==> src/verilog/core_params.svh <==
`ifndef CORE_PARAMS_SVH
`define CORE_PARAMS_SVH

// datapath widths
`define ADDR_LEN 32
`define DATA_LEN 32
`define INSN_LEN 32

// architectural register index
`define REG_SEL 5

// one rename slot per rob entry
`define RRF_NUM 8
`define RRF_SEL 3

// alu reservation station
`define RS_ENT_NUM 4

// first fetch address out of reset
`define ENTRY_POINT 32'h0000_0000

`endif

==> src/verilog/decode_pkg.sv <==
`include "core_params.svh"

package decode_pkg;

    typedef enum logic [3:0] {
        ALU_ADD,
        ALU_SUB,
        ALU_AND,
        ALU_OR,
        ALU_XOR,
        ALU_SLT,
        ALU_SLTU,
        ALU_SLL,
        ALU_SRL,
        ALU_SRA
    } alu_op_e;

    // one instruction out of the decode register
    typedef struct packed {
        logic                 valid;
        logic                 illegal;
        logic [`REG_SEL-1:0]  rs1;
        logic [`REG_SEL-1:0]  rs2;
        logic [`REG_SEL-1:0]  rd;
        logic                 wr_reg;
        logic                 uses_imm;
        logic [`DATA_LEN-1:0] imm;
        alu_op_e              alu_op;
    } decoded_t;

endpackage

==> src/verilog/ooo_pkg.sv <==
`include "core_params.svh"

package ooo_pkg;

    typedef logic [`RRF_SEL-1:0] rrf_tag_t;

    // val carries the tag in its low bits while not ready
    typedef struct packed {
        logic                 ready;
        logic [`DATA_LEN-1:0] val;
    } operand_t;

    typedef struct packed {
        operand_t            src1;
        operand_t            src2;
        decode_pkg::alu_op_e alu_op;
        rrf_tag_t            dst_tag;
    } rs_entry_t;

    typedef struct packed {
        logic                 valid;
        rrf_tag_t             tag;
        logic [`DATA_LEN-1:0] data;
    } result_t;

    typedef struct packed {
        logic                valid;
        rrf_tag_t            tag;
        logic [`REG_SEL-1:0] rd;
        logic                dst_valid;
    } rob_head_t;

    typedef struct packed {
        logic                 valid;
        logic [`REG_SEL-1:0]  rd;
        logic [`DATA_LEN-1:0] data;
    } commit_t;

endpackage

==> src/verilog/fetch_decode.sv <==
`timescale 1ns/10ps
`include "core_params.svh"

module fetch_decode (
    input  logic                  clk_i,
    input  logic                  rst_n_i,
    input  logic                  stall_i,
    input  logic [`INSN_LEN-1:0]  idata_i,
    output logic [`ADDR_LEN-1:0]  iaddr_o,
    output decode_pkg::decoded_t  dec_o
);

    logic [`ADDR_LEN-1:0] pc;
    logic [6:0] opcode;
    logic [2:0] funct3;
    logic [6:0] funct7;
    logic is_op;
    logic is_imm;
    logic f7_zero;
    logic f7_alt;
    logic f7_ok;
    logic illegal;
    decode_pkg::alu_op_e alu_op;
    decode_pkg::decoded_t dec;

    assign iaddr_o = pc;
    assign opcode  = idata_i[6:0];
    assign funct3  = idata_i[14:12];
    assign funct7  = idata_i[31:25];
    assign is_op   = opcode == 7'b0110011;
    assign is_imm  = opcode == 7'b0010011;
    assign f7_zero = funct7 == 7'b0000000;
    assign f7_alt  = funct7 == 7'b0100000;

    // funct7 only matters for register forms and immediate shifts
    always_comb begin
        alu_op = decode_pkg::ALU_ADD;
        f7_ok  = is_imm || f7_zero;
        case (funct3)
            3'b000: begin
                alu_op = (is_op && f7_alt) ? decode_pkg::ALU_SUB : decode_pkg::ALU_ADD;
                f7_ok  = is_imm || f7_zero || f7_alt;
            end
            3'b001: begin
                alu_op = decode_pkg::ALU_SLL;
                f7_ok  = f7_zero;
            end
            3'b010: alu_op = decode_pkg::ALU_SLT;
            3'b011: alu_op = decode_pkg::ALU_SLTU;
            3'b100: alu_op = decode_pkg::ALU_XOR;
            3'b101: begin
                alu_op = f7_alt ? decode_pkg::ALU_SRA : decode_pkg::ALU_SRL;
                f7_ok  = f7_zero || f7_alt;
            end
            3'b110: alu_op = decode_pkg::ALU_OR;
            default: alu_op = decode_pkg::ALU_AND;
        endcase
    end

    assign illegal = !((is_op || is_imm) && f7_ok);

    assign dec = '{
        valid:    1'b1,
        illegal:  illegal,
        rs1:      idata_i[19:15],
        rs2:      idata_i[24:20],
        rd:       idata_i[11:7],
        wr_reg:   !illegal && (idata_i[11:7] != '0),
        uses_imm: is_imm,
        imm:      {{(`DATA_LEN-12){idata_i[31]}}, idata_i[31:20]},
        alu_op:   alu_op
    };

    always_ff @(posedge clk_i) begin
        if (!rst_n_i) begin
            pc          <= `ENTRY_POINT;
            dec_o.valid <= 1'b0;
        end else if (!stall_i) begin
            pc    <= pc + `ADDR_LEN'(4);
            dec_o <= dec;
        end
    end

endmodule

==> src/verilog/dispatch_ctrl.sv <==
`timescale 1ns/10ps

module dispatch_ctrl (
    input  decode_pkg::decoded_t dec_i,
    input  logic                 rob_full_i,
    input  logic                 rs_full_i,
    output logic                 dispatch_o,
    output logic                 stall_o
);

    logic legal;
    logic full;

    assign legal = dec_i.valid && !dec_i.illegal;

    // rob slot and station entry are both needed
    assign full = rob_full_i || rs_full_i;

    // illegal words fall through with neither
    assign dispatch_o = legal && !full;
    assign stall_o    = legal && full;

endmodule

==> src/verilog/rename_unit.sv <==
`timescale 1ns/10ps
`include "core_params.svh"

module rename_unit (
    input  logic                  clk_i,
    input  logic                  rst_n_i,
    input  logic                  dispatch_i,
    input  decode_pkg::decoded_t  dec_i,
    input  ooo_pkg::rrf_tag_t     alloc_tag_i,
    input  ooo_pkg::result_t      result_i,
    input  ooo_pkg::rob_head_t    head_i,
    output ooo_pkg::rs_entry_t    entry_o,
    output ooo_pkg::commit_t      commit_o
);

    localparam int reg_num = 2 ** `REG_SEL;

    logic [`DATA_LEN-1:0] arf [reg_num];
    logic [reg_num-1:0] busy;
    ooo_pkg::rrf_tag_t tag_map [reg_num];
    logic [`DATA_LEN-1:0] rrf_data [`RRF_NUM];
    logic [`RRF_NUM-1:0] rrf_valid;
    logic arf_we;

    // x0, then forwarded result, then arf, then rename file, else wait on tag
    function automatic ooo_pkg::operand_t lookup(input logic [`REG_SEL-1:0] idx);
        ooo_pkg::operand_t op;
        ooo_pkg::rrf_tag_t tag;
        tag      = tag_map[idx];
        op.ready = 1'b1;
        op.val   = arf[idx];
        if (idx == '0) begin
            op.val = '0;
        end else if (busy[idx]) begin
            if (result_i.valid && result_i.tag == tag) begin
                op.val = result_i.data;
            end else if (rrf_valid[tag]) begin
                op.val = rrf_data[tag];
            end else begin
                op.ready = 1'b0;
                op.val   = `DATA_LEN'(tag);
            end
        end
        return op;
    endfunction

    always_comb begin
        entry_o.src1    = lookup(dec_i.rs1);
        entry_o.src2    = dec_i.uses_imm ? {1'b1, dec_i.imm} : lookup(dec_i.rs2);
        entry_o.alu_op  = dec_i.alu_op;
        entry_o.dst_tag = alloc_tag_i;
    end

    assign arf_we   = head_i.valid && head_i.dst_valid;
    assign commit_o = '{valid: arf_we, rd: head_i.rd, data: rrf_data[head_i.tag]};

    always_ff @(posedge clk_i) begin
        if (!rst_n_i) begin
            busy      <= '0;
            rrf_valid <= '0;
            for (int i = 0; i < reg_num; i++) begin
                arf[i] <= '0;
            end
        end else begin
            if (result_i.valid) begin
                rrf_valid[result_i.tag] <= 1'b1;
            end
            if (arf_we) begin
                arf[head_i.rd] <= rrf_data[head_i.tag];
                // a younger writer may already own the mapping
                if (tag_map[head_i.rd] == head_i.tag) begin
                    busy[head_i.rd] <= 1'b0;
                end
            end
            if (dispatch_i) begin
                rrf_valid[alloc_tag_i] <= 1'b0;
                if (dec_i.wr_reg) begin
                    busy[dec_i.rd] <= 1'b1;
                end
            end
        end
    end

    always_ff @(posedge clk_i) begin
        if (result_i.valid) begin
            rrf_data[result_i.tag] <= result_i.data;
        end
        if (dispatch_i && dec_i.wr_reg) begin
            tag_map[dec_i.rd] <= alloc_tag_i;
        end
    end

    x0_never_busy: assert property (
        @(posedge clk_i) disable iff (!rst_n_i) !busy[0]
    ) else $error("x0 marked busy");

endmodule

==> src/verilog/alu_station.sv <==
`timescale 1ns/10ps
`include "core_params.svh"

module alu_station (
    input  logic                clk_i,
    input  logic                rst_n_i,
    input  logic                dispatch_i,
    input  ooo_pkg::rs_entry_t  entry_i,
    output logic                rs_full_o,
    output ooo_pkg::result_t    result_o
);

    localparam int sel_w = $clog2(`RS_ENT_NUM);

    // slot 0 holds the oldest entry and the queue collapses on issue
    logic [`RS_ENT_NUM-1:0] vld;
    logic [`RS_ENT_NUM-1:0] nxt_vld;
    ooo_pkg::rs_entry_t ent [`RS_ENT_NUM];
    ooo_pkg::rs_entry_t woke [`RS_ENT_NUM];
    ooo_pkg::rs_entry_t nxt_ent [`RS_ENT_NUM];
    logic issue;
    logic [sel_w-1:0] sel;
    logic [`DATA_LEN-1:0] op_a;
    logic [`DATA_LEN-1:0] op_b;
    logic [`DATA_LEN-1:0] alu_out;
    logic res_valid;
    ooo_pkg::rrf_tag_t res_tag;
    logic [`DATA_LEN-1:0] res_data;

    function automatic ooo_pkg::operand_t wake(input ooo_pkg::operand_t op);
        ooo_pkg::operand_t o;
        o = op;
        if (!op.ready && result_o.valid && op.val[`RRF_SEL-1:0] == result_o.tag) begin
            o.ready = 1'b1;
            o.val   = result_o.data;
        end
        return o;
    endfunction

    // wakeup and oldest-ready select
    always_comb begin
        issue = 1'b0;
        sel   = '0;
        for (int i = `RS_ENT_NUM - 1; i >= 0; i--) begin
            woke[i]      = ent[i];
            woke[i].src1 = wake(ent[i].src1);
            woke[i].src2 = wake(ent[i].src2);
            if (vld[i] && woke[i].src1.ready && woke[i].src2.ready) begin
                issue = 1'b1;
                sel   = sel_w'(i);
            end
        end
    end

    always_comb begin
        logic placed;
        placed = 1'b0;
        for (int i = 0; i < `RS_ENT_NUM - 1; i++) begin
            nxt_vld[i] = (issue && sel_w'(i) >= sel) ? vld[i+1] : vld[i];
            nxt_ent[i] = (issue && sel_w'(i) >= sel) ? woke[i+1] : woke[i];
        end
        nxt_vld[`RS_ENT_NUM-1] = vld[`RS_ENT_NUM-1] && !issue;
        nxt_ent[`RS_ENT_NUM-1] = woke[`RS_ENT_NUM-1];
        for (int i = 0; i < `RS_ENT_NUM; i++) begin
            if (dispatch_i && !placed && !nxt_vld[i]) begin
                nxt_vld[i] = 1'b1;
                nxt_ent[i] = entry_i;
                placed     = 1'b1;
            end
        end
    end

    assign rs_full_o = &vld;

    assign op_a = woke[sel].src1.val;
    assign op_b = woke[sel].src2.val;

    always_comb begin
        case (woke[sel].alu_op)
            decode_pkg::ALU_ADD:  alu_out = op_a + op_b;
            decode_pkg::ALU_SUB:  alu_out = op_a - op_b;
            decode_pkg::ALU_AND:  alu_out = op_a & op_b;
            decode_pkg::ALU_OR:   alu_out = op_a | op_b;
            decode_pkg::ALU_XOR:  alu_out = op_a ^ op_b;
            decode_pkg::ALU_SLT:  alu_out = `DATA_LEN'($signed(op_a) < $signed(op_b));
            decode_pkg::ALU_SLTU: alu_out = `DATA_LEN'(op_a < op_b);
            decode_pkg::ALU_SLL:  alu_out = op_a << op_b[4:0];
            decode_pkg::ALU_SRL:  alu_out = op_a >> op_b[4:0];
            decode_pkg::ALU_SRA:  alu_out = $signed(op_a) >>> op_b[4:0];
            default:              alu_out = '0;
        endcase
    end

    always_ff @(posedge clk_i) begin
        if (!rst_n_i) begin
            vld       <= '0;
            res_valid <= 1'b0;
        end else begin
            vld       <= nxt_vld;
            res_valid <= issue;
        end
    end

    always_ff @(posedge clk_i) begin
        ent      <= nxt_ent;
        res_tag  <= woke[sel].dst_tag;
        res_data <= alu_out;
    end

    assign result_o = '{valid: res_valid, tag: res_tag, data: res_data};

    no_dispatch_when_full: assert property (
        @(posedge clk_i) disable iff (!rst_n_i) dispatch_i |-> !rs_full_o
    ) else $error("dispatch into a full station");

endmodule

==> src/verilog/reorder_buffer.sv <==
`timescale 1ns/10ps
`include "core_params.svh"

module reorder_buffer (
    input  logic                 clk_i,
    input  logic                 rst_n_i,
    input  logic                 dispatch_i,
    input  logic [`REG_SEL-1:0]  rd_i,
    input  logic                 dst_valid_i,
    input  ooo_pkg::result_t     result_i,
    output ooo_pkg::rrf_tag_t    alloc_tag_o,
    output logic                 rob_full_o,
    output ooo_pkg::rob_head_t   head_o
);

    // msb is the wrap bit
    logic [`RRF_SEL:0] head_ptr;
    logic [`RRF_SEL:0] tail_ptr;
    logic [`RRF_NUM-1:0] complete;
    logic [`RRF_NUM-1:0] dst_valid;
    logic [`REG_SEL-1:0] dst_rd [`RRF_NUM];
    ooo_pkg::rrf_tag_t head_tag;
    logic empty;
    logic retire;

    assign head_tag    = head_ptr[`RRF_SEL-1:0];
    assign alloc_tag_o = tail_ptr[`RRF_SEL-1:0];
    assign empty       = head_ptr == tail_ptr;
    assign rob_full_o  = (head_ptr[`RRF_SEL] != tail_ptr[`RRF_SEL]) &&
                         (head_tag == alloc_tag_o);
    assign retire      = !empty && complete[head_tag];

    assign head_o = '{
        valid:     retire,
        tag:       head_tag,
        rd:        dst_rd[head_tag],
        dst_valid: dst_valid[head_tag]
    };

    always_ff @(posedge clk_i) begin
        if (!rst_n_i) begin
            head_ptr <= '0;
            tail_ptr <= '0;
            complete <= '0;
        end else begin
            if (dispatch_i) begin
                complete[alloc_tag_o] <= 1'b0;
                tail_ptr              <= tail_ptr + (`RRF_SEL + 1)'(1);
            end
            if (result_i.valid) begin
                complete[result_i.tag] <= 1'b1;
            end
            if (retire) begin
                head_ptr <= head_ptr + (`RRF_SEL + 1)'(1);
            end
        end
    end

    always_ff @(posedge clk_i) begin
        if (dispatch_i) begin
            dst_rd[alloc_tag_o]    <= rd_i;
            dst_valid[alloc_tag_o] <= dst_valid_i;
        end
    end

    no_dispatch_when_full: assert property (
        @(posedge clk_i) disable iff (!rst_n_i) dispatch_i |-> !rob_full_o
    ) else $error("dispatch into a full reorder buffer");

endmodule

==> src/verilog/helios_core.sv <==
`timescale 1ns/10ps
`include "core_params.svh"

module helios_core (
    input  logic                 clk_i,
    input  logic                 rst_n_i,
    output logic [`ADDR_LEN-1:0] iaddr_o,
    input  logic [`INSN_LEN-1:0] idata_i,
    output ooo_pkg::commit_t     commit_o
);

    decode_pkg::decoded_t dec;
    logic stall;
    logic dispatch;
    logic rob_full;
    logic rs_full;
    ooo_pkg::rrf_tag_t alloc_tag;
    ooo_pkg::rs_entry_t entry;
    ooo_pkg::result_t result;
    ooo_pkg::rob_head_t head;

    fetch_decode u_fetch_decode (
        .clk_i   (clk_i),
        .rst_n_i (rst_n_i),
        .stall_i (stall),
        .idata_i (idata_i),
        .iaddr_o (iaddr_o),
        .dec_o   (dec)
    );

    dispatch_ctrl u_dispatch_ctrl (
        .dec_i      (dec),
        .rob_full_i (rob_full),
        .rs_full_i  (rs_full),
        .dispatch_o (dispatch),
        .stall_o    (stall)
    );

    rename_unit u_rename_unit (
        .clk_i       (clk_i),
        .rst_n_i     (rst_n_i),
        .dispatch_i  (dispatch),
        .dec_i       (dec),
        .alloc_tag_i (alloc_tag),
        .result_i    (result),
        .head_i      (head),
        .entry_o     (entry),
        .commit_o    (commit_o)
    );

    alu_station u_alu_station (
        .clk_i      (clk_i),
        .rst_n_i    (rst_n_i),
        .dispatch_i (dispatch),
        .entry_i    (entry),
        .rs_full_o  (rs_full),
        .result_o   (result)
    );

    reorder_buffer u_reorder_buffer (
        .clk_i       (clk_i),
        .rst_n_i     (rst_n_i),
        .dispatch_i  (dispatch),
        .rd_i        (dec.rd),
        .dst_valid_i (dec.wr_reg),
        .result_i    (result),
        .alloc_tag_o (alloc_tag),
        .rob_full_o  (rob_full),
        .head_o      (head)
    );

endmodule

==> config.mk <==
export PLATFORM = sky130hd
export DESIGN_NAME = helios_core
export DESIGN_NICKNAME = d
export VERILOG_FILES = /design/src/verilog/decode_pkg.sv /design/src/verilog/ooo_pkg.sv /design/src/verilog/fetch_decode.sv /design/src/verilog/dispatch_ctrl.sv /design/src/verilog/rename_unit.sv /design/src/verilog/alu_station.sv /design/src/verilog/reorder_buffer.sv /design/src/verilog/helios_core.sv
export VERILOG_INCLUDE_DIRS = /design/src /design/src/verilog
export SDC_FILE = /design/constraint.sdc
export NUM_CORES = 2
export LEC_CHECK = 0
export BUFFER_PORTS_ARGS = -buffer_cell sky130_fd_sc_hd__clkbuf_2
export CELL_PAD_IN_SITES_DETAIL_PLACEMENT = 0
export CELL_PAD_IN_SITES_GLOBAL_PLACEMENT = 1
export CORE_UTILIZATION = 30
export CTS_BUF_LIST = sky130_fd_sc_hd__clkbuf_4 sky130_fd_sc_hd__clkbuf_8
export CTS_CLUSTER_SIZE = 10
export DETAILED_ROUTE_END_ITERATION = 8
export GPL_ROUTABILITY_DRIVEN = 0
export PLACE_DENSITY_LB_ADDON = 0.1
export SETUP_SLACK_MARGIN = 0.05
export SLEW_MARGIN = 20
export SYNTH_ARGS = -nofsm -noshare
export SYNTH_HDL_FRONTEND = slang
export SYNTH_SLANG_ARGS = --single-unit
==> constraint.sdc <==
create_clock -name clk_i -period 6.95 [get_ports clk_i]
set_input_delay 0.3475 -clock clk_i [delete_from_list [all_inputs] [get_ports clk_i]]
set_output_delay 0.3475 -clock clk_i [all_outputs]
set_load 0.03 [all_outputs]
# --- Word-level counts from Yosys, hierarchy flattened ---
# Memories as Yosys holds them, arrays and structs flattened. A register that Yosys moved wholly into a read port is not among the register bits.
# Cells that the tools add are included.
totals:
  register_bits: 463
  ramBits: 1416
  memories: 4
  in_bits: 34
mem_list:
  columns: ["name", "depth", "word_bits", "rd", "rd_clocked_by_memory_dff", "wr", "line", "source"]
  rows:
  - ["u_rename_unit.arf", 32, 32, 2, 2, 32, "rename_unit.sv:18", "logic [`DATA_LEN-1:0] arf [reg_num];"]
  - ["u_rename_unit.rrf_data", 8, 32, 3, 1, 1, "rename_unit.sv:21", "logic [`DATA_LEN-1:0] rrf_data [`RRF_NUM];"]
  - ["u_rename_unit.tag_map", 32, 3, 3, 2, 1, "rename_unit.sv:20", "ooo_pkg::rrf_tag_t tag_map [reg_num];"]
  - ["u_reorder_buffer.dst_rd", 8, 5, 1, 1, 1, "reorder_buffer.sv:21", "logic [`REG_SEL-1:0] dst_rd [`RRF_NUM];"]
classes:
  shift: 3
  n_lt_le_gt_ge: 19
  mux: 109
  reduce_logical: 88
  n_eq_ne: 32
  n_addsub: 5
  n_bitwise: 13
ops:
  columns: ["cell", "n"]
  rows:
  - ["2-to-1 mux 73 bit", 7]
  - ["2-to-1 mux 32 bit", 12]
  - ["2-to-1 mux 33 bit", 11]
  - ["case mux 32 bit (10 select lines)", 1]
  - ["binary-select mux 73 bit (select 2 bit)", 1]
  - ["2-to-1 mux 72 bit", 2]
  - ["AND 32 bit", 2]
  - ["less-than comparator 32 bit", 2]
  - ["OR 32 bit", 2]
  - ["logical AND 1 bit", 51]
  - ["2-to-1 mux 8 bit", 6]
  - ["2-to-1 mux 1 bit", 43]
  - ["equality test 3 bit", 12]
  - ["adder 32 x 3 -> 32 bit, second input constant", 1]
  - ["adder 32 bit", 1]
  - ["NOT 32 bit", 1]
  - ["OR reduction 32 bit", 1]
  - ["<< shifter 32 x 5 -> 32 bit", 1]
  - [">> shifter 32 x 5 -> 32 bit", 1]
  - [">>> shifter 32 x 5 -> 32 bit", 1]
  - ["subtractor 32 bit", 1]
  - ["bitwise XOR 32 bit", 1]
  - ["case mux 4 bit (7 select lines)", 1]
  - ["2-to-1 mux 5 bit", 5]
  - ["other kinds (42)", 102]

# --- Depth between registers and ports, before layout ---
logic_depth:
  word_depth: 28
  ltp_mapped: 28
  depth_no_buf: 23

# --- Hierarchy ---
# A second synthesis with hierarchy kept.
unflattened:
  cells_unflattened: 9420
  area_unflattened_um2: 108002.3
modules_own_cells:
  columns: ["mod", "n_inst", "cells_each", "area_each_um2", "seq_area_each_um2"]
  rows:
  - ["rename_unit", 1, 5336, 75906.6, 42120.4]
  - ["alu_station", 1, 3638, 26476.6, 6926.6]
  - ["reorder_buffer", 1, 192, 2902.8, 1821.7]
  - ["fetch_decode", 1, 250, 2685.1, 1491.4]
  - ["dispatch_ctrl", 1, 4, 31.3, 0.0]

# --- Worst setup path before layout ---
# No wires, ideal clock.
synth_timing:
  kind: "reg-to-reg"
  startpoint: "reg u_alu_station.res_tag[0]"
  endpoint: "reg u_alu_station.res_data[30]"
  setup_slack_ns: 1.385
  path_stages_with_launch: 26
  arrival_time_ns: 5.441
  t_required_ns: 6.825
  setup_ns: 0.125
  cell_sequence: "dfxtp_1 buf_6 xor2_1 nor4_4 buf_2 o221ai_2 o21ai_2 buf_2 nand2_1 a32oi_2 buf_2 buf_2 buf_1 ha_1 nor2_1 o21ai_0 a311oi_1 a22oi_1 a311oi_1 a31oi_1 o31ai_1 a21o_1 a21oi_1 a221o_1 o21ai_0 nand3_1"
synth_between:
  elab_chain_cells: 15
  elab_cells_between_ends: 59
  classes_between: "2 x add/sub; 17 x eq/ne; 3 x shift; 16 x mux; 4 x bitwise; 17 x reduce/logical"
synth_lines:
  columns: ["element", "line", "source"]
  rows:
  - ["start: declaration", "alu_station.sv:27", "ooo_pkg::rrf_tag_t res_tag;"]
  - ["start signal: assignment", "alu_station.sv:106", "res_tag <= woke[sel].dst_tag;"]
  - ["equality test 3 bit", "alu_station.sv:33", "if (!op.ready && result_o.valid && op.val[`RRF_SEL-1:0] == result_o.tag) begin"]
  - ["logical AND 1 bit", "alu_station.sv:33", null]
  - ["2-to-1 mux 33 bit", "alu_station.sv:33", null]
  - ["logical AND 1 bit (2 in series)", "alu_station.sv:48", "if (vld[i] && woke[i].src1.ready && woke[i].src2.ready) begin"]
  - ["2-to-1 mux 2 bit (4 in series)", "alu_station.sv:48", null]
  - ["NOT 2 -> 3 bit (implied by the code)", "alu_station.sv:75, alu_station.sv:76, alu_station.sv:79", null]
  - ["binary-select mux 73 bit (select 2 bit) (*)", "alu_station.sv:75, alu_station.sv:76, alu_station.sv:79", null]
  - ["2-to-1 mux 72 bit (implied by the code) (*)", "alu_station.sv:75", "assign op_a = woke[sel].src1.val;"]
  - ["2-to-1 mux 72 bit (implied by the code) (*)", "alu_station.sv:79", "case (woke[sel].alu_op)"]
  - ["subtractor 32 bit (tied with other cells)", "alu_station.sv:81", "decode_pkg::ALU_SUB: alu_out = op_a - op_b;"]
  - ["case mux 32 bit (10 select lines) (*)", "alu_station.sv:79", null]
  - ["end signal: assignment", "alu_station.sv:107", "res_data <= alu_out;"]
  - ["end: declaration", "alu_station.sv:28", "logic [`DATA_LEN-1:0] res_data;"]
# Every way passes the cells marked *; elsewhere a longest branch is shown, timed or not. The select of a mux whose other input is x is not followed.
# A chain may end at the register's enable or synchronous reset.

# --- Worst setup path in the final report ---
layout_timing:
  startpoint: "reg u_alu_station.res_tag[1]"
  endpoint: "reg u_alu_station.res_data[11]"
# The elaborated chain is that of the path after synthesis.

==> results by group <==
Timing
  – Worst slew pin tran: 1220 ps
  – Slew Limit Fails: 0
  – Slew HR: 0.162
  – Unrepaired setup endpoints after global routing: false
  – Final cycle utilization of the critical path: 0.946
  – Final hold violations: 0
  – Setup TNS: 0 ps
  – Final hold slack: 172 ps
  – Post-layout minimum cycle time: 6570 ps
  – # setup viols final: 0
  – Clk_skew: 75.3 ps
  – Fmax: 152 MHz

Floorplanning
  – Core Box Area: 350,000 µm²
  – Rows: 217
  – Die W: 596 µm
  – Initial Util: 0.302
  – DIE HEIGHT: 596 µm
  – Die ar.: 355,000 µm²
  – Io pins: 104

Setup path
  – Most used cell, CP: nor2_1
  – Reg2reg start: u_alu_station.res_tag[1]
  – CP Buf/Inv Count: 2
  – Delay-heaviest family, CP: compound AO/OA/AOI/OAI gates
  – Slowest CP cell: a222oi_1
  – Worst path arrival time: 7410 ps
  – CP cell instances: xor2_1 -> o41a_1 -> o211ai_4 -> buf_6 -> o221ai_1 -> a2bb2oi_1 -> inv_1 -> ha_1 -> and3_1 -> a22oi_1 -> a211oi_1 -> o21ai_0 -> nor2_1 -> nor2_1 -> nor2_1 -> o21ai_0 -> nand2_1 -> a222oi_1 -> o221ai_1
  – CP required: 7790 ps
  – Worst Setup SP: u_alu_station.res_tag[1]
  – Slowest stage delay, CP: 800 ps
  – CP endpoint kind: flip-flop
  – Kind of critical path: flip-flop to flip-flop
  – CP max FO: 38
  – Worst Setup Start Kind: flip-flop

Synthesis
  – Synth Instances: 8,828
  – Most common flop cell mapped by yosys: edfxtp_1
  – Synth top area cells: edfxtp_1 (42%), mux4_2 (17%), dfxtp_1 (7.6%)
  – Cell variety after synth: 104
  – Syn_area_per_cell: 12.0 µm²
  – Yosys top cell area share: 0.420
  – Flops & latches, synth: 1,885
  – Seq/Total Area, Yosys: 0.497
  – Yosys warning count: 0
  – Post-synth EDFFs: 1,481
  – Ys async rst share: 0
  – Synth area leader: edfxtp_1
  – Synth Cell Area: 106,000 µm²

Pwr
  – P per Cell Area: 290 nW/µm²
  – Worst VDD drop: 0.170 mV
  – Static leakage: 43.6 nW

Global route
  – GRT Residual Overflow: 0
  – Largest net degree at the start of global routing: 113
  – Vias in the first global route: 79,400
  – Initial antenna violation count: 18
  – First-pass GRT wire length: 647 mm
  – Total GRT Usage: 0.257

Drt
  – Post-Route WL: 469 mm
  – WL/cell: 34.0 µm
  – DRT Pass-1 Iters: 8
  – DRC: 0
  – Drt first-iter violations: 8,480
  – Via density: 5.82
  – DR vias: 80,100
  – Antenna viol nets, final: 0

Finish
  – Final Cell Area: 121,000 µm²
  – Layout cell share with drive strength beyond 1: 0.245
  – # fillers: 34,600
  – FF+latch area: 52,600 µm²
  – Util after Layout: 0.345
  – Footprint of the multi-input gates: 50,400 µm²
  – Non-filler cells, final: 13,800
  – Nets: 9,018
  – Area grow syn2layout: 14.3%

Run
  – Maxcap violations: 0

CTS
  – Total CTS buffers: 365
  – Clk_lat worst skew: 1070 ps
  – CTS Root Cell: clkbuf_8
  – # Post-CTS Setup Buffers: 0
  – TritonCTS clock tree: built
  – Clk buf depth: 4
  – Clk slew on worst S/H paths: 70 ps
  – H-tree Lvls: 5
  – Clk sinks: 1,885

Placed design
  – Hpwl dp: 299 mm
  – Dpl cell area: 113,000 µm²
  – Placed cell count: 13,100
  – PortBufs: 101

Worst hold path
  – Min-delay src: idata_i[23]
  – Worst hold path class: input pin to flip-flop

Status
  – Status: complete, no violations
==> synthesized netlist by cell type (17+ instances only) <==
| library cell | instances |
|---|---|
| nor2_1 | 1354 |
| xor2_1 | 42 |
| ha_1 | 100 |
| xnor2_1 | 45 |
| buf_1 | 89 |
| nor3_1 | 68 |
| buf_4 | 35 |
| o41ai_1 | 22 |
| a31oi_1 | 26 |
| o221a_2 | 29 |
| o2bb2ai_1 | 25 |
| o21bai_1 | 17 |
| mux4_2 | 810 |
| a22oi_1 | 62 |
| dfxtp_1 | 404 |
| nand2b_1 | 20 |
| o221ai_1 | 49 |
| nor2b_1 | 108 |
| o22ai_1 | 78 |
| mux2i_1 | 547 |
| clkbuf_1 | 605 |
| edfxtp_1 | 1481 |
| o21ai_0 | 418 |
| a21o_1 | 22 |
| inv_1 | 159 |
| o21a_1 | 26 |
| or3_1 | 20 |
| nand4_1 | 24 |
| o211ai_1 | 130 |
| o22a_1 | 61 |
| and3_1 | 17 |
| buf_2 | 107 |
| a21oi_1 | 417 |
| nand2_1 | 652 |
| nand3_1 | 230 |
| a211oi_1 | 134 |
| mux2_2 | 121 |
| o21ai_1 | 26 |
==> registers in the layout, summed over array words and instances (netlist names), named ones only <==
signal,count
u_alu_station.ent,292
u_alu_station.res_data,32
u_alu_station.res_tag,3
u_alu_station.res_valid,1
u_alu_station.vld,4
u_fetch_decode.dec_o,30
u_fetch_decode.iaddr_o,30
u_rename_unit.arf,1024
u_rename_unit.busy,32
u_rename_unit.rrf_data,256
u_rename_unit.rrf_valid,8
u_rename_unit.tag_map,96
u_reorder_buffer.complete,8
u_reorder_buffer.dst_rd,40
u_reorder_buffer.dst_valid,8
u_reorder_buffer.head_ptr,4
u_reorder_buffer.tail_ptr,4
==> cells in the final DEF (no fill, tap or decap), types with 62 or more instances in the layout <==
cell      netlist  layout
edfxtp_1     1481    1481
nor2_1       1354    1340
mux4_2        810     810
nand2_1       652     633
mux2i_1       547     506
a21oi_1       417     413
dfxtp_1       404     387
clkbuf_8        0     385
o21ai_0       418     382
buf_4          35     350
nand3_1       230     212
inv_1         159     159
a211oi_1      134     133
clkbuf_4        0     133
o211ai_1      130     130
mux2_2        121     121
nor2b_1       108     108
ha_1          100     100
clkbuf_2        0     100
o22ai_1        78      78
clkinv_1        3      76
nor3_1         68      66
a22oi_1        62      62
==> path summary, 6_finish.rpt <==
kind,to,slack [ps],depth (start not counted)
hold / removal,u_fetch_decode.dec_o[7],170,2
setup reg to reg,u_alu_station.res_data[11],380,19
hold reg to reg,u_alu_station.ent[4],470,0
setup / recovery,u_alu_station.res_data[11],380,19
==> report_power, final <==
part,internal (W),switching [W]
Clock,0.00621,0.00533
Combinational,0.00344,0.00604
Sequential,0.0131,0.000945
Total,0.0228,0.0123
==> through the flow <==
step	setup slack, ps	power, W
final	378	0.0351
after global routing	52.6	0.0364
after CTS	146	0.0353
after detailed placement	64.1	0.0236
after global placement	176	0.0237
after floorplan	1380	0.0196
==> routing by layer <==
layer  vias to the layer above  wire [µm]  track usage
li1                      33800          -            -
met1                     42100     206000        0.359
met2                      3439     217000        0.414
met3                       762      31000       0.0351
met4                         2      14500       0.0761
met5                         -          9            0
==> repair_timing <==
item,CTS,global route
hold buffers,51,0
endpoints found under the setup margin,1,7
pin swaps,0,0
resized for setup,2,5
endpoints found under the hold margin,40,0
==> cells by family (layout without fill, tap and decap cells) <==
family                   count (synthesis)  in the layout  synth area share
AO/OA/AOI/OAI                         1693           1693             0.105
XOR/XNOR                                88             88           0.00746
adder cells (fa/ha/maj)                102            102            0.0122
buffers and inverters                 1010           1353            0.0388
flip-flops                            1885           1885             0.497
multiplexers                          1485           1485             0.238
other                                    1              7         0.0000354
AND/OR/NAND/NOR                       2564           2564             0.102
==> worst register-to-register path: stages (launching register included) <==
cell and delay, ps:
dfxtp_1 660, xor2_1 270, o41a_1 540, o211ai_4 260, buf_6 410, o221ai_1 240
a2bb2oi_1 510, inv_1 140, ha_1 410, and3_1 180, a22oi_1 220, a211oi_1 190
o21ai_0 680, nor2_1 160, nor2_1 130, nor2_1 60, o21ai_0 160, nand2_1 80
a222oi_1 800, o221ai_1 250
==> cell type report <==
type	instances	share of cell area
Antenna cell	5	0.000103
Clock buffer	518	0.0521
Clock inverter	139	0.00800
Inverter	167	0.00518
Multi-Input combinational cell	5934	0.417
Sequential cell	1885	0.435
Tap cell	4599	0.0476
Timing Repair Buffer	529	0.0347
Note: power is estimated with default switching activity, not from simulation.
